[config.mk]
export PLATFORM = sky130hd
export DESIGN_NAME = run_control
export DESIGN_NICKNAME = d
export VERILOG_FILES = /design/src/source/phold_pkg.sv /design/src/source/run_control.sv
export VERILOG_INCLUDE_DIRS = /design/src /design/src/source
export SDC_FILE = /design/constraint.sdc
export NUM_CORES = 1
export LEC_CHECK = 0
export ABC_AREA = 1
export BUFFER_PORTS_ARGS = -buffer_cell sky130_fd_sc_hd__buf_2
export CAP_MARGIN = 20
export CORE_ASPECT_RATIO = 1.25
export CORE_MARGIN = 2
export CORE_UTILIZATION = 25
export CTS_BUF_LIST = sky130_fd_sc_hd__clkbuf_8 sky130_fd_sc_hd__clkbuf_16
export CTS_CLUSTER_SIZE = 25
export DETAILED_ROUTE_END_ITERATION = 6
export GPL_ROUTABILITY_DRIVEN = 0
export SYNTH_ARGS = -nofsm -noshare
export SYNTH_HDL_FRONTEND = slang
export SYNTH_SLANG_ARGS = --single-unit
[constraint.sdc]
create_clock -name clk -period 1.3 [get_ports clk]
set_input_delay 0.26 -clock clk [delete_from_list [all_inputs] [get_ports clk]]
set_output_delay 0.26 -clock clk [all_outputs]
set_load 0.02 [all_outputs]
[src/source/phold_params.svh]
`ifndef PHOLD_PARAMS_SVH
`define PHOLD_PARAMS_SVH

// timestamp width
`define PHOLD_TIME_WID 16

// logical process id width
`define PHOLD_LP_WID 8

// processing cores served by the scheduler
`define PHOLD_NUM_CORE 4

// event queue entries
`define PHOLD_Q_DEPTH 16

// num_init_events width, up to 16 initial events
`define PHOLD_INIT_WID 5

`endif

[src/source/phold_pkg.sv]
`default_nettype none

`include "phold_params.svh"

package phold_pkg;

   // cancel set means anti-message
   // cancel set with lp and ts zero is the null message
   typedef struct packed {
      logic                       cancel;
      logic [`PHOLD_LP_WID-1:0]   lp;
      logic [`PHOLD_TIME_WID-1:0] ts;
   } event_msg_t;

   typedef enum logic [2:0] {
      ST_IDLE,
      ST_INIT,
      ST_READY,
      ST_RUNNING,
      ST_FINISHED
   } run_state_t;

endpackage

`default_nettype wire

[src/source/run_control.sv]
`timescale 1ns/1ps
`default_nettype none

`include "phold_params.svh"

module run_control (
   input  wire                          clk,
   input  wire                          rst_n,
   input  wire                          start,
   input  wire  [`PHOLD_INIT_WID-1:0]   num_init_events,
   input  wire  [`PHOLD_LP_WID-1:0]     lp_mask,
   input  wire  [`PHOLD_TIME_WID-1:0]   gvt,
   input  wire  [`PHOLD_TIME_WID-1:0]   sim_end,
   input  wire                          q_full,
   input  wire                          any_busy,
   input  wire                          q_idle,
   output phold_pkg::run_state_t        state,
   output phold_pkg::event_msg_t        init_msg,
   output logic                         init_enq,
   output logic                         block_dispatch,
   output logic                         rtn_vld,
   output logic                         cleanup
);
   import phold_pkg::*;

   run_state_t                  state_nxt;
   logic [`PHOLD_INIT_WID-1:0]  init_cnt;
   logic                        init_done;
   logic                        active;
   logic                        past_end;
   logic                        rtn_nxt;

   assign init_done      = (init_cnt == num_init_events);
   assign active         = (state == ST_INIT) || (state == ST_READY) || (state == ST_RUNNING);
   assign past_end       = (state == ST_RUNNING) && (gvt > sim_end);
   assign block_dispatch = past_end;

   // one init event per two cycles, q_idle low on the gap cycle
   assign init_enq = (state == ST_INIT) && q_idle && !init_done && !q_full;

   assign init_msg.cancel = 1'b0;
   assign init_msg.lp     = lp_mask & `PHOLD_LP_WID'(init_cnt);
   assign init_msg.ts     = '0;

   always_comb begin
      state_nxt = state;
      rtn_nxt   = rtn_vld;
      case (state)
         ST_IDLE: begin
            if (start) begin
               state_nxt = ST_INIT;
               rtn_nxt   = 1'b0;
            end
         end
         ST_INIT: if (init_done) state_nxt = ST_READY;
         ST_READY: state_nxt = ST_RUNNING;
         ST_RUNNING: begin
            // wait for the cores to drain before finishing
            if (past_end) begin
               rtn_nxt = 1'b1;
               if (!any_busy) state_nxt = ST_FINISHED;
            end
         end
         default: state_nxt = ST_IDLE;
      endcase
      // overflow aborts the run
      if (active && q_full) begin
         state_nxt = ST_FINISHED;
         rtn_nxt   = 1'b1;
      end
   end

   always_ff @(posedge clk or negedge rst_n) begin
      if (!rst_n) begin
         state    <= ST_IDLE;
         rtn_vld  <= 1'b0;
         cleanup  <= 1'b0;
         init_cnt <= '0;
      end else begin
         state    <= state_nxt;
         rtn_vld  <= rtn_nxt;
         cleanup  <= (state_nxt == ST_FINISHED);
         if (state != ST_INIT) begin
            init_cnt <= '0;
         end else if (init_enq) begin
            init_cnt <= init_cnt + 1'b1;
         end
      end
   end

endmodule

`default_nettype wire

# == Word level (Yosys, flattened, before mapping) ==
# Cells that the tools add are included.
# word_totals
reg_bits,10
output_inout_bits,32
wordCells,40
# op_classes
addsub,1
order_cmp,1
n_eq_ne,8
mux,12
bitwise_logic,1
n_reduce_logical,13
# ops
operator,n
$gt A16 B16 Y1,1
$mux W3,5
$pmux W3 S4,1
$mux W5,2
$and A8 B5 Y8,1
$eq A3 B2 Y1 const B,2
$add A5 B1 Y5 const B,1
$eq A5 B5 Y1,1
$logic_and A1 B1 Y1,5
$eq A3 B1 Y1 const B,1
$eq A3 B3 Y1 const B,1
$logic_not A3 Y1,1
$mux W1,3
$ne A3 B1 Y1 const B,1
$ne A3 B2 Y1 const B,1
$ne A3 B3 Y1 const B,1
$reduce_and A3 Y1,1
$reduce_bool A3 Y1,1
$logic_not A1 Y1,2
$logic_or A1 B1 Y1,2
$pmux W1 S2,1
$reduce_bool A2 Y1,1

# == Longest topological paths before layout ==
# logic_depth
ltp_word,6
depth_mapped,16
ltp_nobuf,16

# == Least setup slack after synthesis ==
# Ideal clock, no wire load.
# synth_path
path_type,input-to-output
start,input port sim_end[7]
end,output port block_dispatch
arrival_time_ns,1.167
path_slack_ns,-0.127
stages,10
cell_sequence,inv_1 -> ha_1 -> nand2_1 -> nor2_1 -> nand2_1 -> nand2_1 -> nand2_1 -> nand2_1 -> nand3_1 -> inv_1
# synth_between
elab_chain_len,2
# synth_rtl
item,line_no,text
start: declaration,run_control.sv:13,"input wire [`PHOLD_TIME_WID-1:0] sim_end,"
$gt A16 B16 Y1,run_control.sv:35,assign past_end = (state == ST_RUNNING) && (gvt > sim_end);
$logic_and A1 B1 Y1,run_control.sv:35,
end: declaration,run_control.sv:20,"output logic block_dispatch,"
# No other way between the ends.

# == Final worst setup path ==
# layout_path
start,register init_cnt[4]
end,output port init_enq
# layout_between
elab_chain_len,4
# layout_rtl
item,line_no,text
start: declaration,run_control.sv:27,logic [`PHOLD_INIT_WID-1:0] init_cnt;
start signal: assignment,run_control.sv:86,init_cnt <= init_cnt + 1'b1;
$eq A5 B5 Y1,run_control.sv:33,assign init_done = (init_cnt == num_init_events);
$logic_not A1 Y1,run_control.sv:39,assign init_enq = (state == ST_INIT) && q_idle && !init_done && !q_full;
$logic_and A1 B1 Y1 (2 in a row),run_control.sv:39,
end: declaration,run_control.sv:19,"output logic init_enq,"
# No other way between the ends.

==> results.cfg <==
[clock_network]
cts_max_path_buffers = 2
cts_buffers = 3
root_buffer = clkbuf_8
worst_skew_pair.late_latency_ps = 240
path_clk_slew_ps = 50
cts_tree = built
cts_sinks = 10
h-tree-depth = 1

[grt]
antenna_found_initial = 0
grt_pass1_vias = 1158
grt_overflow = 0
grt_usage_pct = 10.9
grt_pass1_wl_mm = 4.70
grt_max_degree = 11

[setup_path]
worstPathArrival_ps = 1360
reg2reg_depth = 11
crit_chain = xor2_1 > nor2_1 > nand2_2 > o21ai_4 > nor2_8 > buf_6
r2r_start = init_cnt[3]
crit_family = flip-flops
worstPathRequired_ps = 1040
setup.worst_path.start_class = register
cp-end-kind = primary output
worstPathMaxFanout = 2
critical-path-slowest-cell = dfrtp_1
rrSetupSlack_ps = -290
critPathKind = reg -> out
cpPeakStageDelay_ps = 380
path_buf_inv = 1
r2r-end = state[0]

[synthesis]
synth_cell_types = 25
yosysWarnings = 0
ys_ff_latch = 10
postSynthCellCount = 179
yosysSeqAreaShare_pct = 20.2
synth.avg_cell_area_um2 = 6.92
syn_area_um2 = 1240

[sta]
finalCritPeriodShare_pct = 125
drv_slew = 0
skew_ps = 2.15
rsz0062_at_grt = yes
fmax_mhz = 617
setup_viol = 11
layout_setup_ws_ps = -320
post-route-min-period_ps = 1620
hold_viol = 0

[finish]
final_common_cell = buf_2
nFillCells = 493
stdcell_area_um2 = 2140
final_cell_mix = buf_2 (49), nand2_1 (32), buf_4 (23)
diodes = 0
final-seq-area_um2 = 254
syn_to_final_growth_pct = 72.7
final_layout_size_suffix_gt1_share_pct = 58.1
stdcell_count = 327
fin_nets = 336
multi_input_area_um2 = 1030

[power_and_ir_drop]
sw_frac_of_total_pct = 39.7
seqPwrFrac_pct = 20.8
comb_power_share_pct = 59.6
p_per_area_nw_per_um2 = 941
p_clk_share_pct = 19.6
p_int_uw = 1210
ir_worst_vdd_v = 0.000644
leakagePower_uw = 0.00118
p_sw_uw = 800

[outcome]
failed_checks = negative setup slack
status = finished, violations left

[route]
firstDrtPassIters = 3
drtAntennaViolNets = 0
first_iter_violations = 10
via_count = 1327
wl_per_cell_um = 9.28
drcViolationCount = 0
via_per_inst = 4.06
drt-total-wl_mm = 3.03

[floorplan]
coreArea_um2 = 4760
num_rows = 28
floorplan.initialDensity_pct = 26.0
die_y_um = 82.7
io_pins = 83
die_width_um = 67.0
die_area_um2 = 5540

[placed_design]
place_inst = 317
dpl.hpwl_mm = 2.41
place_area_um2 = 1850
place_ws_ps = -409
io_buffer_count = 59

[flow_run]
maxCapViolations = 0

[min_path]
hold_path_class = in -> async
-- Yosys cell counts --
cell type	number	area share, %
nand2_1	41	12
nand4_1	3	1.5
a21o_1	1	0.61
buf_4	20	12
o21ai_4	1	1.3
and2_2	1	0.61
nand2_2	1	0.51
nand3b_1	1	0.61
xor2_1	3	2.1
nor3_4	1	1.3
dfrtp_1	10	20
o41ai_1	1	0.71
nor4_1	1	0.51
or2_1	1	0.51
nand3_1	9	3.6
inv_1	36	11
nor3_1	2	0.81
nor2_1	12	3.6
o21ai_0	2	0.81
nor2_8	1	1.6
a21oi_1	9	3.6
inv_2	1	0.30
conb_1	1	0.30
xnor2_1	3	2.1
ha_1	17	17
-- flip-flops by register name, indices dropped and copies added, names as in the netlist --
signal	count
state	3
rtn_vld	1
init_cnt	5
cleanup	1
-- stage by stage --
step | util, % | TNS, ps | total power (uW) | hold WS [ps]
after global placement | 38.9 | -2360 | 1420 | 138
after floorplan | - | -276 | 1070 | -35.6
after detailed placement | 38.9 | -2470 | 1420 | 142
after CTS | 42.5 | -1740 | 1930 | 421
final | 44.9 | -1790 | 2010 | 415
after global routing | 44.9 | -2950 | 2170 | 439
-- power by group through the flow --
stage	logic [uW]	registers [uW]	clock network (uW)
after floorplan	584	486	0
after global placement	1000	417	0
after detailed placement	1010	418	0
after CTS	1110	416	401
after global routing	1320	426	417
final	1200	418	395
-- cell families (layout without fill, tap and decap cells) --
kind of cell,count (synthesis),count (layout),share of synthesized area [%]
xor+xnor,6,6,4.24
simple gates,74,74,27.7
compound gates,14,14,7.07
fa+ha+maj,17,17,17.2
other cells,1,20,0.303
buf+inv,57,126,23.3
flops,10,10,20.2
-- layer usage --
layer / GRT usage, % / routed length, um / vias to the layer above
met3: 2.17 / 217 / 2
met5: 0 / 0 / -
li1: - / - / 693
met4: 2.45 / 16 / 0
met1: 13.3 / 1250 / 580
met2: 19.5 / 1550 / 52
-- area by class of cell --
cell class | instances | area share, %
flip-flops and latches | 10 | 11.9
multi-input cells | 131 | 48.2
inverters | 37 | 7.54
clock buffers | 4 | 2.57
well taps | 60 | 3.51
repair buffers | 85 | 26.3
-- how the worst max path moves through the flow --
| stage | startpoint | slack, ps | to | cells past startpoint |
|---|---|---|---|---|
| 3_3_place_gp | sim_end[1] | -400 | block_dispatch | 14 |
| 3_5_place_dp | sim_end[1] | -410 | block_dispatch | 14 |
| 2_1_floorplan | sim_end[1] | -50 | block_dispatch | 12 |
| 4_1_cts | init_cnt[2] | -370 | init_enq | 6 |
| 5_1_grt | init_cnt[3] | -400 | init_enq | 8 |
| 6_report | init_cnt[4] | -320 | init_enq | 6 |
-- timing repair --
| item | 4_1_cts | 5_1_grt |
|---|---|---|
| gates resized for setup | 20 | 29 |
| hold buffers | 1 | 0 |
| buffers inserted | 3 | 3 |
| setup endpoints to repair | 12 | 16 |
| endpoints found under the hold margin | 10 | 0 |
| pin swaps | 10 | 8 |
Note: power is estimated with default switching activity, not from simulation.
