**src/source/phold_params.svh**
```systemverilog
`ifndef PHOLD_PARAMS_SVH
`define PHOLD_PARAMS_SVH

// timestamp width
`define PHOLD_TIME_WID 16

// logical process id width
`define PHOLD_LP_WID 8

// processing cores served by the scheduler
`define PHOLD_NUM_CORE 4

// event queue entries
`define PHOLD_Q_DEPTH 16

// num_init_events width, up to 16 initial events
`define PHOLD_INIT_WID 5

`endif

```
**src/source/gvt_tracker.sv**
```systemverilog
`timescale 1ns/1ps
`default_nettype none

`include "phold_params.svh"

module gvt_tracker #(
   parameter int NUM_CORE = `PHOLD_NUM_CORE
) (
   input  wire                         clk,
   input  wire                         rst_n,
   input  wire                         running,
   input  wire  [NUM_CORE-1:0]         dispatch,
   input  wire  [`PHOLD_TIME_WID-1:0]  dispatch_ts,
   input  wire  [NUM_CORE-1:0]         core_done,
   input  wire  [`PHOLD_TIME_WID-1:0]  head_ts,
   input  wire                         q_empty,
   output logic [NUM_CORE-1:0]         busy,
   output logic                        any_busy,
   output logic [`PHOLD_TIME_WID-1:0]  gvt
);

   // timestamp of the event each core is working on
   logic [`PHOLD_TIME_WID-1:0] core_ts [NUM_CORE];
   logic [`PHOLD_TIME_WID-1:0] min_ts;
   logic                       min_vld;

   assign any_busy = |busy;

   always_ff @(posedge clk) begin
      for (int i = 0; i < NUM_CORE; i++) begin
         if (dispatch[i]) core_ts[i] <= dispatch_ts;
      end
   end

   always_ff @(posedge clk or negedge rst_n) begin
      if (!rst_n) begin
         busy <= '0;
      end else begin
         busy <= (busy & ~core_done) | dispatch;
      end
   end

   // minimum over queue head and in-flight events
   always_comb begin
      min_ts  = head_ts;
      min_vld = !q_empty;
      for (int i = 0; i < NUM_CORE; i++) begin
         if (busy[i] && (!min_vld || core_ts[i] < min_ts)) begin
            min_ts  = core_ts[i];
            min_vld = 1'b1;
         end
      end
   end

   // holds when nothing is pending anywhere
   always_ff @(posedge clk or negedge rst_n) begin
      if (!rst_n) begin
         gvt <= '0;
      end else if (running && min_vld) begin
         gvt <= min_ts;
      end
   end

endmodule

`default_nettype wire

```
**config.mk**
```make
export PLATFORM = sky130hd
export DESIGN_NAME = gvt_tracker
export DESIGN_NICKNAME = d
export VERILOG_FILES = /design/src/source/gvt_tracker.sv
export VERILOG_INCLUDE_DIRS = /design/src /design/src/source
export SDC_FILE = /design/constraint.sdc
export NUM_CORES = 1
export LEC_CHECK = 0
export ABC_AREA = 0
export BUFFER_PORTS_ARGS = -buffer_cell sky130_fd_sc_hd__buf_2
export CAP_MARGIN = 20
export CORE_ASPECT_RATIO = 0.6
export CORE_MARGIN = 8
export CORE_UTILIZATION = 59
export DETAILED_ROUTE_END_ITERATION = 8
export PLACE_DENSITY_LB_ADDON = 0.2
export SETUP_SLACK_MARGIN = 0.2
export SLEW_MARGIN = 10
export SYNTH_ARGS = -nofsm -noshare
export SYNTH_HDL_FRONTEND = slang
export SYNTH_SLANG_ARGS = --single-unit
```
**constraint.sdc**
```tcl
create_clock -name clk -period 10.4 [get_ports clk]
set_clock_uncertainty 0.1 [all_clocks]
set_input_delay 2.08 -clock clk [delete_from_list [all_inputs] [get_ports clk]]
set_output_delay 2.08 -clock clk [all_outputs]
set_load 0.02 [all_outputs]
```
### Word level (Yosys, flattened, before mapping)

Memories as Yosys holds them, arrays and structs flattened.
Cells that the tools add are included.

| storage, ports and cells | value |
|---|---|
| flip-flop bits (word level) | 20 |
| bits in writable memories | 64 |
| input bits | 44 |
| word-level logic and storage cells | 40 |
| memories kept | 1 |

Memories:

| memory | words | width | read ports | clocked after Yosys merged registers in | write ports | line | source |
|---|---|---|---|---|---|---|---|
| core_ts | 4 | 16 | 4 | 0 | 4 | gvt_tracker.sv:23 | `` logic [`PHOLD_TIME_WID-1:0] core_ts [NUM_CORE]; `` |

| operators by class | value |
|---|---|
| magnitude comparators | 4 |
| muxes and demuxes | 16 |
| bitwise gates (word level) | 3 |
| reduce and logical (&&, ||, !) cells | 14 |

Operator list:

| kind | number |
|---|---|
| 16-bit < comparator | 4 |
| 16-bit 2-to-1 mux | 4 |
| 1-bit 2-to-1 mux | 12 |
| 1-bit logical AND | 5 |
| 4-bit bitwise AND | 1 |
| 1-bit zero test | 4 |
| 1-bit logical OR | 4 |
| 4-bit NOT | 1 |
| 4-bit OR | 1 |
| 4-bit OR reduction | 1 |

### Depth between registers and ports, before layout

| depth | value |
|---|---|
| word-level depth | 17 |
| gate-level depth with buffers | 42 |

### Worst setup path before layout

OpenSTA, ideal clock, no wires.

| timing path | value |
|---|---|
| path kind | input-to-reg |
| start point | input port head_ts[15] |
| end point | register gvt[6] |
| setup time | 0.092 ns |
| arrival time | 9.879 ns |
| setup slack | 0.329 ns |
| stages | 40 |
| buffers on the path | 7 |
| cell sequence | inv_1 > ha_1 > nand4_2 > or3_1 > o31a_1 > a22o_1 > buf_6 > buf_2 > mux2i_1 > ha_1 > nand4_1 > a311oi_1 > o211ai_4 > a221oi_4 > buf_6 > mux2_4 > ha_1 > a21oi_1 > [... 4 more ...] > a211oi_4 > or2_1 > buf_2 > buf_2 > a21oi_1 > ha_1 > a21o_1 > a21o_1 > a21o_1 > a21oi_1 > a2bb2oi_1 > o211ai_1 > a2111oi_4 > a21o_1 > buf_6 > buf_12 > a211oi_2 > o31ai_2 |

| between the ends | value |
|---|---|
| longest elaborated chain between the ends | 17 |
| elaborated cells between the ends (all ways) | 24 |
| those cells by class | order compare (4); mux (8); reduce/logical (12) |

RTL lines:

| element | line | source |
|---|---|---|
| from (decl) | gvt_tracker.sv:15 | `` input wire [`PHOLD_TIME_WID-1:0] head_ts, `` |
| 16-bit < comparator | gvt_tracker.sv:48 | `if (busy[i] && (!min_vld \|\| core_ts[i] < min_ts)) begin` |
| 1-bit logical OR | gvt_tracker.sv:48 |  |
| 1-bit logical AND | gvt_tracker.sv:48 |  |
| 16-bit 2-to-1 mux or 1-bit 2-to-1 mux (tied branches) | gvt_tracker.sv:48 |  |
| 16-bit < comparator or 1-bit zero test (tied branches) | gvt_tracker.sv:48 |  |
| 1-bit logical OR | gvt_tracker.sv:48 |  |
| 1-bit logical AND | gvt_tracker.sv:48 |  |
| 16-bit 2-to-1 mux or 1-bit 2-to-1 mux (tied branches) | gvt_tracker.sv:48 |  |
| 16-bit < comparator or 1-bit zero test (tied branches) | gvt_tracker.sv:48 |  |
| 1-bit logical OR | gvt_tracker.sv:48 |  |
| 1-bit logical AND | gvt_tracker.sv:48 |  |
| 16-bit 2-to-1 mux or 1-bit 2-to-1 mux (tied branches) | gvt_tracker.sv:48 |  |
| 16-bit < comparator or 1-bit zero test (tied branches) | gvt_tracker.sv:48 |  |
| 1-bit logical OR | gvt_tracker.sv:48 |  |
| 1-bit logical AND | gvt_tracker.sv:48 |  |
| 1-bit 2-to-1 mux | gvt_tracker.sv:48 |  |
| 1-bit logical AND | gvt_tracker.sv:59 | `end else if (running && min_vld) begin` |
| to (signal assigned) | gvt_tracker.sv:60 | `gvt <= min_ts;` |
| to (decl) | gvt_tracker.sv:19 | `` output logic [`PHOLD_TIME_WID-1:0] gvt `` |

Parallel ways exist; a longest one is shown, timed or not.
A chain may end at the register's enable or synchronous reset.

### Worst setup path in the final report

| timing path | value |
|---|---|
| start point | input port head_ts[10] |
| end point | register gvt[15] |

Same word-level chain as after synthesis.

==> run_results.csv <==
group,metric,value,unit
power_and_ir_drop,internal_power,0.846,mW
worst_setup_path,start_kind,"input pin",
synth,syn_inst,458,
worst_setup_path,r2r_setup_slack,1.84,ns
worst_setup_path,cpMaxStageDelayCell,"or3_1",
timing,finalSetupViolCount,0,
finish,fin_area,6430,µm²
min_path,hold_start,"gvt[12]",
worst_setup_path,cp-end-kind,"flop",
timing,hold_violations,0,
power_and_ir_drop,leakage,2.81,nW
timing,timing.fmax,100,MHz
placed_design,gp_congestion,0.902,
synth,synth_seq_area_share,45.7,%
routing,wl_per_cell,21.0,µm
floorplanning,dieArea,12400,µm²
worst_setup_path,reg2reg_to,"gvt[15]",
routing,drc,0,
synth,synth.avg_cell_area,11.6,µm²
finish,fill_cells,574,
synth,synth_area,5300,µm²
worst_setup_path,crit_path_max_fanout,13,
worst_setup_path,reg2reg_depth,39,
worst_setup_path,cp_common_cell,"ha_1",
routing,drt_first_pass_iters,5,
synth,ys_async_sr_fraction,23.8,%
min_path,min_path_cells,2,
min_path,hold_end,"gvt[12]",
job,maxCapViolCount,0,
routing,first_iter_violations,321,
min_path,holdCritPathClass,"reg2reg",
clock_network,cts_sinks,84,
finish,seq_area,2420,µm²
timing,rsz0062_at_grt,"true",
synth,yosys-top-cells-count,"edfxtp_1 (64), ha_1 (59), inv_1 (41), a21oi_1 (34), nand2_1 (29)",
floorplanning,fp.dieW,138,µm
clock_network,htreeDepth,3,
worst_setup_path,crit_type,"in2reg",
synth,synth_edf_count,64,
synth,syn_nets,561,
worst_setup_path,cp.arrival,10.10,ns
timing,slew_headroom,56.9,%
synth,ys_ff_latch,84,
synth,yosys_most_used_dff,"edfxtp_1",
clock_network,clk_latency,0.34,ns
floorplanning,rows,26,
timing,finalSetupTns,0,ns
synth,yosysTopAreaCell,"edfxtp_1",
synth,ys_types,61,
global_routing,grt_pass1_vias,4251,
power_and_ir_drop,seqPwrFrac,33.4,%
global_routing,grtUsageTotal,22.8,%
routing,via_per_inst,6.24,
floorplanning,initial_core_util,61.5,%
finish,antenna_cells,0,
clock_network,numCtsBuffers,9,
global_routing,grt.overflow.total,0,
timing,final-max-slew-violation-count,0,
routing,drtAntennaViolNets,0,
global_routing,grt_max_degree,34,
finish,multiInputGateArea,2760,µm²
synth,synth_top_area_share,36.3,%
worst_setup_path,required,10.51,ns
clock_network,max-clock-path-buffers,2,
clock_network,cts.clk_slew.worst_paths,0.06,ns
worst_setup_path,r2r_start,"core_ts[0][10]",
synth,yosysWarnings,0,
power_and_ir_drop,p_sw_share,36.7,%
status,status,"finished clean",
power_and_ir_drop,pwr-share-comb,43.1,%
finish,nets,659,
placed_design,io_buffers,64,
timing,period_share,96.0,%
placed_design,hpwl,10700,µm
placed_design,postPlaceCellArea,5860,µm²
global_routing,antenna_found_initial,0,
routing,wirelength,14200,µm
worst_setup_path,path_buf_inv,8,
synth,synth_area_leaders,"edfxtp_1 (36%), ha_1 (14%), dfrtp_1 (9.4%)",
floorplanning,die_y,89.4,µm
synth,synth.most_common_cell,"edfxtp_1",
timing,period_minus_slack,9.99,ns
timing,tightestPinTransition,0.645,ns
finish,layout-drive-gt1-share,33.5,%
clock_network,clockRootBuffer,"clkbuf_16",
placed_design,place_ws,-0.677,ns
floorplanning,core,8620,µm²
power_and_ir_drop,clockPowerShare,23.5,%
power_and_ir_drop,irDropWorstVdd,0.111,mV
worst_setup_path,critPathTopFamily,"compound AO/OA/AOI/OAI gates",
finish,syn2layout_area_growth,21.5,%
routing,vias,4197,
global_routing,grt_pass1_wl,22100,µm
power_and_ir_drop,p_switching,0.490,mW
floorplanning,ioPinCount,65,
clock_network,cts_tree,"yes",
power_and_ir_drop,powerDensity,208,nW/µm²
worst_setup_path,cpPeakStageDelay,0.45,ns
timing,fin_ws,0.413,ns
[stage by stage]
step	instances	hold slack [ns]	power (mW)	utilization [%]
final	673	0.372	1.34	74.6
after global routing	673	0.390	1.40	74.6
after CTS	665	0.377	1.29	71.9
after detailed placement	645	0.364	0.960	68.0
after global placement	645	0.358	0.944	68.0
after floorplan	458	0.464	0.808	-
[final cells by class]
type                            instances  area share [%]
Multi-Input combinational cell        317            42.9
Sequential cell                        84            37.6
Timing Repair Buffer                  103            10.4
Clock buffer                           12            3.67
Inverter                               41            2.39
Tap cell                              112            2.18
Clock inverter                          4           0.778
[state kept, by name, indices dropped and copies added, names as in the netlist]
name,count
gvt,16
busy,4
core_ts,64
[power by group through the flow]
stage	combinational [mW]	clock, mW	sequential [mW]
after detailed placement	0.509	0	0.451
after floorplan	0.329	0	0.479
final	0.576	0.314	0.446
after CTS	0.526	0.318	0.445
after global routing	0.621	0.332	0.452
after global placement	0.494	0	0.450
[worst max-delay path by stage]
stage / startpoint / to / slack, ns / depth (start not counted)
2_1_floorplan: head_ts[15] / gvt[6] / 0.33 / 40
3_5_place_dp: head_ts[10] / gvt[2] / -0.68 / 39
5_1_grt: head_ts[11] / gvt[14] / 0.12 / 41
4_1_cts: head_ts[10] / gvt[2] / 0.21 / 40
6_report: head_ts[10] / gvt[15] / 0.41 / 41
3_3_place_gp: head_ts[11] / gvt[2] / -0.15 / 39
[cell families (layout without fill, tap and decap cells)]
group           after synthesis  after routing  share of synthesized area, %
compound gates              125            125                          19.2
fa+ha+maj                    59             59                          13.9
buf+inv                      57            160                          5.03
flops                        84             84                          45.7
mux                          29             29                          6.02
simple gates                104            104                          10.1
[repair_timing]
item | in CTS | in global routing
buffers inserted | 4 | 7
endpoints found under the setup margin | 16 | 16
pin swaps | 3 | 15
gates resized for setup | 7 | 35
cloned | 0 | 0
hold buffers | 0 | 0
[cell usage in the layout, fill, tap and decap left out, drive strengths merged, types with 3 or more instances in the layout]
cell | netlist | layout
buf | 10 | 103
edfxtp | 64 | 64
ha | 59 | 59
inv | 41 | 41
a21oi | 35 | 35
nand2 | 29 | 29
nor2 | 27 | 27
a211oi | 21 | 21
dfrtp | 20 | 20
o31ai | 16 | 16
mux2i | 15 | 15
nor3 | 15 | 15
mux2 | 14 | 14
a21o | 13 | 13
nand4 | 12 | 12
clkbuf | 6 | 12
o21ai | 8 | 8
o21a | 6 | 6
nand3 | 4 | 4
nand2b | 3 | 3
o211ai | 3 | 3
a211o | 3 | 3
nor4 | 3 | 3
a2111oi | 3 | 3
[worst min-delay path: stages (launching register included)]
cell	delay [ns]
dfrtp_1	0.34
nand2_1	0.05
o31ai_1	0.05
[routing by layer]
metal | track usage, % | routed length, µm
met4 | 6.57 | 291
met3 | 6.21 | 1150
met5 | 0 | 0
met1 | 28.9 | 6240
met2 | 38.1 | 6480
Note: power is estimated with default switching activity, not from simulation.
