## config.mk

```make
export PLATFORM = sky130hd
export DESIGN_NAME = event_queue
export DESIGN_NICKNAME = d
export VERILOG_FILES = /design/src/source/phold_pkg.sv /design/src/source/event_queue.sv
export VERILOG_INCLUDE_DIRS = /design/src /design/src/source
export SDC_FILE = /design/constraint.sdc
export NUM_CORES = 1
export LEC_CHECK = 0
export BUFFER_PORTS_ARGS = -buffer_cell sky130_fd_sc_hd__buf_2
export CORE_ASPECT_RATIO = 0.7
export CORE_MARGIN = 2
export CORE_UTILIZATION = 55
export DETAILED_ROUTE_END_ITERATION = 10
export MAX_ROUTING_LAYER = met4
export PLACE_DENSITY = 0.79
export SLEW_MARGIN = 15
export SYNTH_ARGS = -nofsm -noshare
export SYNTH_HDL_FRONTEND = slang
export SYNTH_SLANG_ARGS = --single-unit
export TNS_END_PERCENT = 30
```

## constraint.sdc

```tcl
create_clock -name clk -period 5.5 [get_ports clk]
set_clock_uncertainty 0.1 [all_clocks]
set_input_delay 0.55 -clock clk [delete_from_list [all_inputs] [get_ports clk]]
set_output_delay 0.55 -clock clk [all_outputs]
set_load 0.03 [all_outputs]
```

## src/source/phold_params.svh

```systemverilog
`ifndef PHOLD_PARAMS_SVH
`define PHOLD_PARAMS_SVH

// timestamp width
`define PHOLD_TIME_WID 16

// logical process id width
`define PHOLD_LP_WID 8

// processing cores served by the scheduler
`define PHOLD_NUM_CORE 4

// event queue entries
`define PHOLD_Q_DEPTH 16

// num_init_events width, up to 16 initial events
`define PHOLD_INIT_WID 5

`endif

```

## src/source/phold_pkg.sv

```systemverilog
`default_nettype none

`include "phold_params.svh"

package phold_pkg;

   // cancel set means anti-message
   // cancel set with lp and ts zero is the null message
   typedef struct packed {
      logic                       cancel;
      logic [`PHOLD_LP_WID-1:0]   lp;
      logic [`PHOLD_TIME_WID-1:0] ts;
   } event_msg_t;

   typedef enum logic [2:0] {
      ST_IDLE,
      ST_INIT,
      ST_READY,
      ST_RUNNING,
      ST_FINISHED
   } run_state_t;

endpackage

`default_nettype wire

```

## src/source/event_queue.sv

```systemverilog
`timescale 1ns/1ps
`default_nettype none

`include "phold_params.svh"

module event_queue #(
   parameter int DEPTH = `PHOLD_Q_DEPTH
) (
   input  wire                   clk,
   input  wire                   rst_n,
   input  wire                   enq,
   input  wire                   deq,
   input  wire  phold_pkg::event_msg_t in_msg,
   output phold_pkg::event_msg_t head,
   output logic                  full,
   output logic                  empty
);
   import phold_pkg::*;

   localparam int CNT_WID = $clog2(DEPTH + 1);
   localparam int KEY_WID = `PHOLD_TIME_WID + 1;

   event_msg_t           q [DEPTH];
   logic [CNT_WID-1:0]   count;
   logic [KEY_WID-1:0]   in_key;
   logic [DEPTH-1:0]     place;
   logic                 do_enq;
   logic                 do_deq;

   // inverted cancel bit puts anti-messages first at equal timestamps
   assign in_key = {in_msg.ts, ~in_msg.cancel};

   // slots at or above the insertion point, thermometer coded
   always_comb begin
      for (int i = 0; i < DEPTH; i++) begin
         place[i] = (i >= int'(count)) || ({q[i].ts, ~q[i].cancel} > in_key);
      end
   end

   assign full   = (count == CNT_WID'(DEPTH));
   assign empty  = (count == '0);
   assign head   = q[0];
   assign do_enq = enq && !full;
   assign do_deq = deq && !enq && !empty;

   // sorted insert shifts the larger entries up by one
   always_ff @(posedge clk) begin
      if (do_enq) begin
         if (place[0]) begin
            q[0] <= in_msg;
         end
         for (int i = 1; i < DEPTH; i++) begin
            if (place[i]) begin
               q[i] <= place[i-1] ? q[i-1] : in_msg;
            end
         end
      end else if (do_deq) begin
         for (int i = 0; i < DEPTH - 1; i++) begin
            q[i] <= q[i+1];
         end
      end
   end

   always_ff @(posedge clk or negedge rst_n) begin
      if (!rst_n) begin
         count <= '0;
      end else if (do_enq) begin
         count <= count + 1'b1;
      end else if (do_deq) begin
         count <= count - 1'b1;
      end
   end

endmodule

`default_nettype wire

```

**Word-level counts from Yosys, hierarchy flattened**

Memory sizes are Yosys's and may differ from the RTL's.
Cells that the tools add are included.

- Flip-flop bits (word level): 5
- RAM bits: 400
- Logic and storage cells: 176
- Memories kept: 1

- Add/sub/neg operators: 2
- $lt $le $gt $ge: 32
- Equality and inequality tests: 1
- Mux-type cells: 83
- Bitwise operators: 32
- Reductions and logical operators: 24

Memories:

| memory | depth | width | read ports | clocked after memory_dff | wr ports | line | source |
|---|---|---|---|---|---|---|---|
| q | 16 | 25 | 16 | 0 | 16 | event_queue.sv:23 | `event_msg_t q [DEPTH];` |

Operators by type and width:

| operator | number |
|---|---|
| $mux W25 | 30 |
| $gt A17 B17 Y1 | 16 |
| $mux W1 | 51 |
| $ge A4 B5 Y1 const A | 8 |
| $ge A3 B5 Y1 const A | 4 |
| $not A1 Y1 | 17 |
| $logic_or A1 B1 Y1 | 16 |
| $or A1 B1 Y1 | 15 |
| $ge A1 B5 Y1 const A | 2 |
| $ge A2 B5 Y1 const A | 2 |
| $mux W5 | 2 |
| $add A5 B1 Y5 const B | 1 |
| $eq A5 B5 Y1 const B | 1 |
| $logic_not A5 Y1 | 1 |
| $sub A5 B1 Y5 const B | 1 |
| $logic_and A1 B1 Y1 | 3 |
| $logic_not A1 Y1 | 3 |
| $reduce_bool A2 Y1 | 1 |

**Logic depth before layout (Yosys ltp)**

Gate-level depths: netlist of run 1.

- Depth after elaboration: 7
- Gate-level depth with buffers: 12
- Depth with buffers taken out: 9

**Worst setup path before layout of run 1**

OpenSTA, ideal clock, no wires.

- Kind: input to register
- From: input in_msg[4] in the netlist's numbering
- To: memory q[0][50] in the netlist's numbering (enable)
- Library setup time: 0.442 ns
- Arrival time: 4.418 ns
- Required time: 4.958 ns
- Setup slack: 0.540 ns
- Stages: 11
- Path buffers: 3
- Path through: clkbuf_1 > inv_1 > ha_1 > and4_1 > nor4b_1 > a211o_1 > a211oi_1 > o21a_1 > buf_2 > buf_1 > o21ai_0

RTL lines:

| what | line | source |
|---|---|---|
| start: declaration | event_queue.sv:13 | `input wire phold_pkg::event_msg_t in_msg,` |
| end: declaration | event_queue.sv:23 |  |

==> flow_summary.toml, run 1 <==
[global_routing]
grt_max_degree = 146
grt_overflow = 0
grt_first_pass_wirelength_um = 124000
grt_pass1_vias = 22500
antenna_found_initial = 1
grt.total_usage_pct = 30.9

[cells_and_area]
postLayoutCellArea_sq_um = 29400
final_common_cell = "edfxtp_1"
final_layout_size_suffix_gt1_share_pct = 9.53
n_fill_cell = 4000
finalNetCount = 3013
most-common-layout-cells = "400 x edfxtp_1, 307 x a21oi_1, 294 x nand2_1, 277 x ha_1, 245 x nor2_1"
area_delta_synth_final_pct = 7.23

[cts]
clk_path_buf_depth = 3
cts-root-buf = "clkbuf_16"
cts_tree = "done"
clkTransAtPathRegs_ps = 60
cts_buffers = 42
clk_latency_ps = 580
htreeDepth = 2
clkSinkCount = 405

[route]
dr.pass1.iters = 6
vias = 23200
ant_nets = 0
drt-total-wl_um = 78700
drc_errors = 0
drtIter0Drc = 3525
viasPerCell = 6.80
post_drt_wl_per_cell_um = 23.1

[worst_setup_path]
cp-start-kind = "register"
cpMostUsedCell = "o21ai_0"
cp.arrival_ps = 4320
worstPathMaxFanout = 25
criticalPathCategory = "reg2reg"
slowest_delay_ps = 1020
cpMaxStageDelayCell = "o21ai_0"
end_kind = "register"
r2r-start = "count[1]$_DFFE_PN0P_"
r2r_slack_ps = 1380
cp_data_required_time_ps = 5700
r2r-end = "q[0][60]$_DFFE_PP_"
reg2regPathDepth = 9
crit_chain = "inv_1 -> ha_1 -> o21ai_0 -> o21ai_0 -> a211oi_1 -> o21a_1 -> buf_4 -> nor3_1 -> a2111oi_0"

[floorplan]
ios = 56
die_x_um = 271
die_y_um = 191
initial_utilization_pct = 55.6
core-area_sq_um = 49300
rows = 68
die-area_sq_um = 51600

[timing]
slew_headroom_pct = 10.6
fin_crit_ps = 4120
slew_viol_final = 0
final-setup-viol-count = 0
rsz0062_at_grt = "false"
period_share_pct = 74.9
fmax_mhz = 243
tns_ps = 0
tightest_slew_ps = 1330
hold_viol_final = 0

[place]
hpwl_um = 58300
finalWeightedCongestion = 0.953
port_buffers = 55
postPlaceCellArea_sq_um = 28000

[logic_synthesis]
ys_ff_latch = 405
syn_area_per_cell_sq_um = 9.86
synth_fp_nets = 3083
seq_area_frac_synth_pct = 44.3
yosysUniqueCellTypes = 65
synthArstFlopShare_pct = 1.23
ys.flop_type = "edfxtp_1"
synth_edf_count = 400
synthesis.area_sq_um = 27400
synthCells = 2777
yosysWarnings = 0

[flow_run]
cap_viol_max_count = 0

[power]
ir_drop_v = 0.000343
p_total_mw = 19.5
pwr_density_cell_nw_per_um2 = 664
leakage_nw = 11.5

[outcome]
status = "finished, final reports clean"

[worst_hold_path]
hold_path.class = "in2async"
-- power by group --
group          total, mW  internal [mW]  leakage [nW]  switching, mW
logic               9.29           3.60          6.88           5.69
clock network       2.87           1.58         0.650           1.29
registers           7.34           5.96          3.95           1.38
total               19.5           11.1          11.5           8.36
-- state kept, by name (all words and copies together) (netlist names) --
register,count
q,400
count,5
-- worst max path at each step --
stage                               from  depth (start not counted)  slack, ps                   to
global route                  in_msg[11]                         10       1260  q[0][209]$_DFFE_PP_
CTS                 count[1]$_DFFE_PN0P_                         10       1550  q[0][326]$_DFFE_PP_
detailed placement            in_msg[11]                         10        970  q[0][209]$_DFFE_PP_
floorplan                      in_msg[4]                         11        540   q[0][50]$_DFFE_PP_
finish              count[1]$_DFFE_PN0P_                          9       1380   q[0][60]$_DFFE_PP_
global placement               in_msg[1]                         10       1160   q[0][86]$_DFFE_PP_
-- critical path, delay by kind of cell, from the launching register on --
family,cells,cell delay [ps]
compound gates,5,2300
flops,1,620
buf+inv,2,510
fa+ha+maj,1,210
simple gates,1,100
-- cells in the mapped netlist, types with 4 or more instances --
library cell  instances  share of area (%)
a2111oi_0            28               0.90
a211o_1               7               0.22
a211oi_1             11               0.30
a21boi_0              5               0.14
a21o_1               46                1.3
a21oi_1             307                5.6
a221o_1               8               0.29
a31oi_1              53                1.2
and2_1                7               0.16
and3_1                4              0.091
and4_1               14               0.45
buf_1                10               0.14
buf_2                29               0.53
buf_4                38                1.0
clkbuf_1            152                2.1
dfrtp_1               5               0.46
edfxtp_1            400                 44
ha_1                277                 13
inv_1                33               0.45
mux2_2               25                1.0
mux2i_1             168                6.1
nand2_1             294                4.0
nand2b_1             14               0.32
nand3_1              54               0.99
nand4_1              52                1.2
nor2_1              248                3.4
nor2b_1              14               0.32
nor3_1               58                1.1
nor4_1                5               0.11
nor4b_1               7               0.22
o211ai_1             33               0.91
o21a_1                6               0.16
o21ai_0             207                3.8
o21ai_1              29               0.53
o221a_2              24               0.99
o22ai_1              26               0.59
or2_2                 4              0.091
or3_1                29               0.66
-- routing by layer --
layer,routed length (um),part of all wire [%],GRT usage [%]
met5,0,0,-
met4,1360,1.7,7.16
met3,9090,12,5.40
met2,33500,43,44.3
met1,34700,44,45.5
-- cell type report --
cell class | instances | area (sq um) | share of cell area [%]
clock buffers | 49 | 1100 | 3.74
clock inverters | 28 | 225 | 0.767
inverters | 33 | 124 | 0.422
flip-flops and latches | 405 | 12100 | 41.3
repair buffers | 120 | 791 | 2.69
well taps | 665 | 832 | 2.83
diodes | 2 | 5.00 | 0.0171
multi-input cells | 2105 | 14100 | 48.2
-- cells by family (layout without fill, tap and decap cells) --
logic type,Yosys count,in the layout,synth area share [%]
compound gates,816,816,17.7
simple gates,815,815,13.4
flops,405,405,44.3
fa+ha+maj,277,277,12.7
buf+inv,267,230,4.52
mux,193,193,7.17
xor+xnor,4,4,0.128
other cells,0,2,0
-- metrics by stage --
stage	setup WS (ps)	util [%]	cells	hold WS, ps
after floorplan	540	-	2777	154
after global placement	1160	56.9	3327	269
after CTS	1550	59.6	3405	242
final	1380	59.6	3407	233
after detailed placement	965	56.9	3327	275
after global routing	1260	59.6	3405	256
-- what timing repair did --
item	in CTS	in global routing
endpoints found under the hold margin	5	0
gates resized for setup	0	0
hold buffers	1	0
buffers inserted	0	0
Power figures use the tool's default switching activity.
==> run 2: changes to the inputs <==
--- a/config.mk
+++ b/config.mk
@@ -12,7 +12,7 @@
 export CORE_UTILIZATION = 55
 export DETAILED_ROUTE_END_ITERATION = 10
 export MAX_ROUTING_LAYER = met4
-export PLACE_DENSITY = 0.79
+export PLACE_DENSITY = 0.82
 export SLEW_MARGIN = 15
 export SYNTH_ARGS = -nofsm -noshare
 export SYNTH_HDL_FRONTEND = slang
==> constraint.sdc (replaced) <==
create_clock -name clk -period 3.4 [get_ports clk]
set_clock_uncertainty 0.1 [all_clocks]
set_input_delay 0.34 -clock clk [delete_from_list [all_inputs] [get_ports clk]]
set_output_delay 0.34 -clock clk [all_outputs]
set_load 0.03 [all_outputs]
==> run 2 against run 1 <==
Compared with the run above:
- via count increased by 1.6%
- count of clock-buffer cells in the layout increased by 5
- die area unchanged
- worst setup slack got worse by 1200 ps
- non-clock buffer count up 103
- total power rose by 67%
- critical path depth unchanged
- first-iteration DRC count is 11% lower
- sequential share of layout area fell by 1.6 points
==> flow_summary.toml, run 2 (synthesis results as in run 1) <==
[worst_setup_path]
cp.arrival_ps = 3470
end_kind = "register"
cp-start-kind = "register"
criticalPathCategory = "reg2reg"
worstPathMaxFanout = 17
cp_data_required_time_ps = 3620

[timing]
hold_viol_final = 0
rsz0062_at_grt = "false"
slew_headroom_pct = 35.0
period_share_pct = 95.8
timing.final.ws_setup_ps = 142
whs_ps = 47.1
final-setup-viol-count = 0
tightest_slew_ps = 972
fmax_mhz = 307
tns_ps = 0
fin_crit_ps = 3260
slew_viol_final = 0

[cells_and_area]
most-common-layout-cells = "400 x edfxtp_1, 307 x a21oi_1, 293 x nand2_1, 277 x ha_1, 245 x nor2_1"
area_delta_synth_final_pct = 11.6
regArea_sq_um = 12100
final_layout_size_suffix_gt1_share_pct = 12.7
largestRegisters = "q: 400 flops, count: 5 flops"
finalNetCount = 3118
largest-register = "q"
fin_cells = 3509
n_fill_cell = 3892
postLayoutCellArea_sq_um = 30500
multiInputGateArea_sq_um = 14200
final_common_cell = "edfxtp_1"
final_util_pct = 62.0
largest_register_ffs = 400

[route]
drt-total-wl_um = 80100
post_drt_wl_per_cell_um = 22.8
ant_nets = 0
drtIter0Drc = 3152
dr.pass1.iters = 6
vias = 23500
viasPerCell = 6.71
drc_errors = 0

[global_routing]
grt_first_pass_wirelength_um = 126000
antenna_found_initial = 3
grt_max_degree = 116
grt_pass1_vias = 23300
grt_overflow = 0
grt.total_usage_pct = 31.5

[power]
p_total_mw = 32.6
leakage_nw = 12.1
pwr_density_cell_nw_per_um2 = 1070
ir_drop_v = 0.000573

[place]
dp_cells = 3427
dp_worst_setup_slack_ps = -106
port_buffers = 55
hpwl_um = 59500
postPlaceCellArea_sq_um = 29100
finalWeightedCongestion = 0.947

[cts]
clk_path_buf_depth = 3
clk_latency_ps = 570
clkTransAtPathRegs_ps = 70
htreeDepth = 2
cts_buffers = 43
cts_tree = "done"
cts-root-buf = "clkbuf_16"
clkSinkCount = 405

[floorplan]
ios = 56
die-area_sq_um = 51600
rows = 68
initial_utilization_pct = 55.6
die_x_um = 271
core-area_sq_um = 49300
die_y_um = 191

[worst_hold_path]
hold_path.class = "in2async"

[flow_run]
cap_viol_max_count = 0

[outcome]
status = "finished, final reports clean"
[run 2: cell types whose count changed in the layout (fill, tap and decap cells not counted), moves of 3 or more]
cell	before	now
buf_12	2	31
buf_4	62	136
clkbuf_1	6	11
clkinv_1	11	8
clkinv_2	10	5
[run 2: area by class of cell]
| class | count | area share [%] |
|---|---|---|
| clock inverter | 20 | 0.778 |
| tap | 665 | 2.72 |
| clock buffer | 54 | 3.66 |
| multi-input combinational | 2106 | 46.4 |
| antenna | 3 | 0.0246 |
| sequential | 405 | 39.7 |
| timing repair buffer | 223 | 6.31 |
| inverter | 33 | 0.406 |
[run 2: what timing repair did]
item	in CTS	in global routing
endpoints found under the hold margin	5	0
hold buffers	1	0
endpoints found under the setup margin	0	44
gates resized for setup	0	2
buffers inserted	0	3
[run 2: routing by layer]
| metal | vias to the layer above | track usage [%] | wire, um |
|---|---|---|---|
| met3 | 196 | 6.16 | 8550 |
| li1 | 10600 | - | - |
| met4 | 0 | 9.33 | 2190 |
| met1 | 11400 | 44.0 | 34600 |
| met2 | 1380 | 46.5 | 34800 |
| met5 | - | - | 0 |
[run 2: report_power, final]
group / leakage, nW / internal, mW / switching, mW
Sequential: 3.95 / 9.63 / 2.19
Combinational: 7.50 / 6.62 / 9.38
Clock: 0.659 / 2.70 / 2.08
Total: 12.1 / 19.0 / 13.7
[run 2: worst paths after layout]
kind                                     startpoint              endpoint  slack (ps)  depth (start not counted)
min in group clk                         in_msg[16]   q[0][266]$_DFFE_PP_         200                          3
worst min-delay path                          rst_n  count[0]$_DFFE_PN0P_          50                          2
worst max-delay path            q[0][211]$_DFFE_PP_   q[0][235]$_DFFE_PP_         140                          9
worst max register to register  q[0][211]$_DFFE_PP_   q[0][235]$_DFFE_PP_         140                          9
worst min register to register  q[0][398]$_DFFE_PP_   q[0][373]$_DFFE_PP_         430                          2
max in group asynchronous                     rst_n  count[2]$_DFFE_PN0P_        2970                          2
[run 2: critical path, cell delays in order, from the launching register on]
cell and delay [ps]:
edfxtp_1 440, ha_1 340, nand4_1 330, or3_1 510, nor3_1 380, nand2_1 200, buf_4 270, o22ai_1 170
a21oi_1 100, o221a_2 160
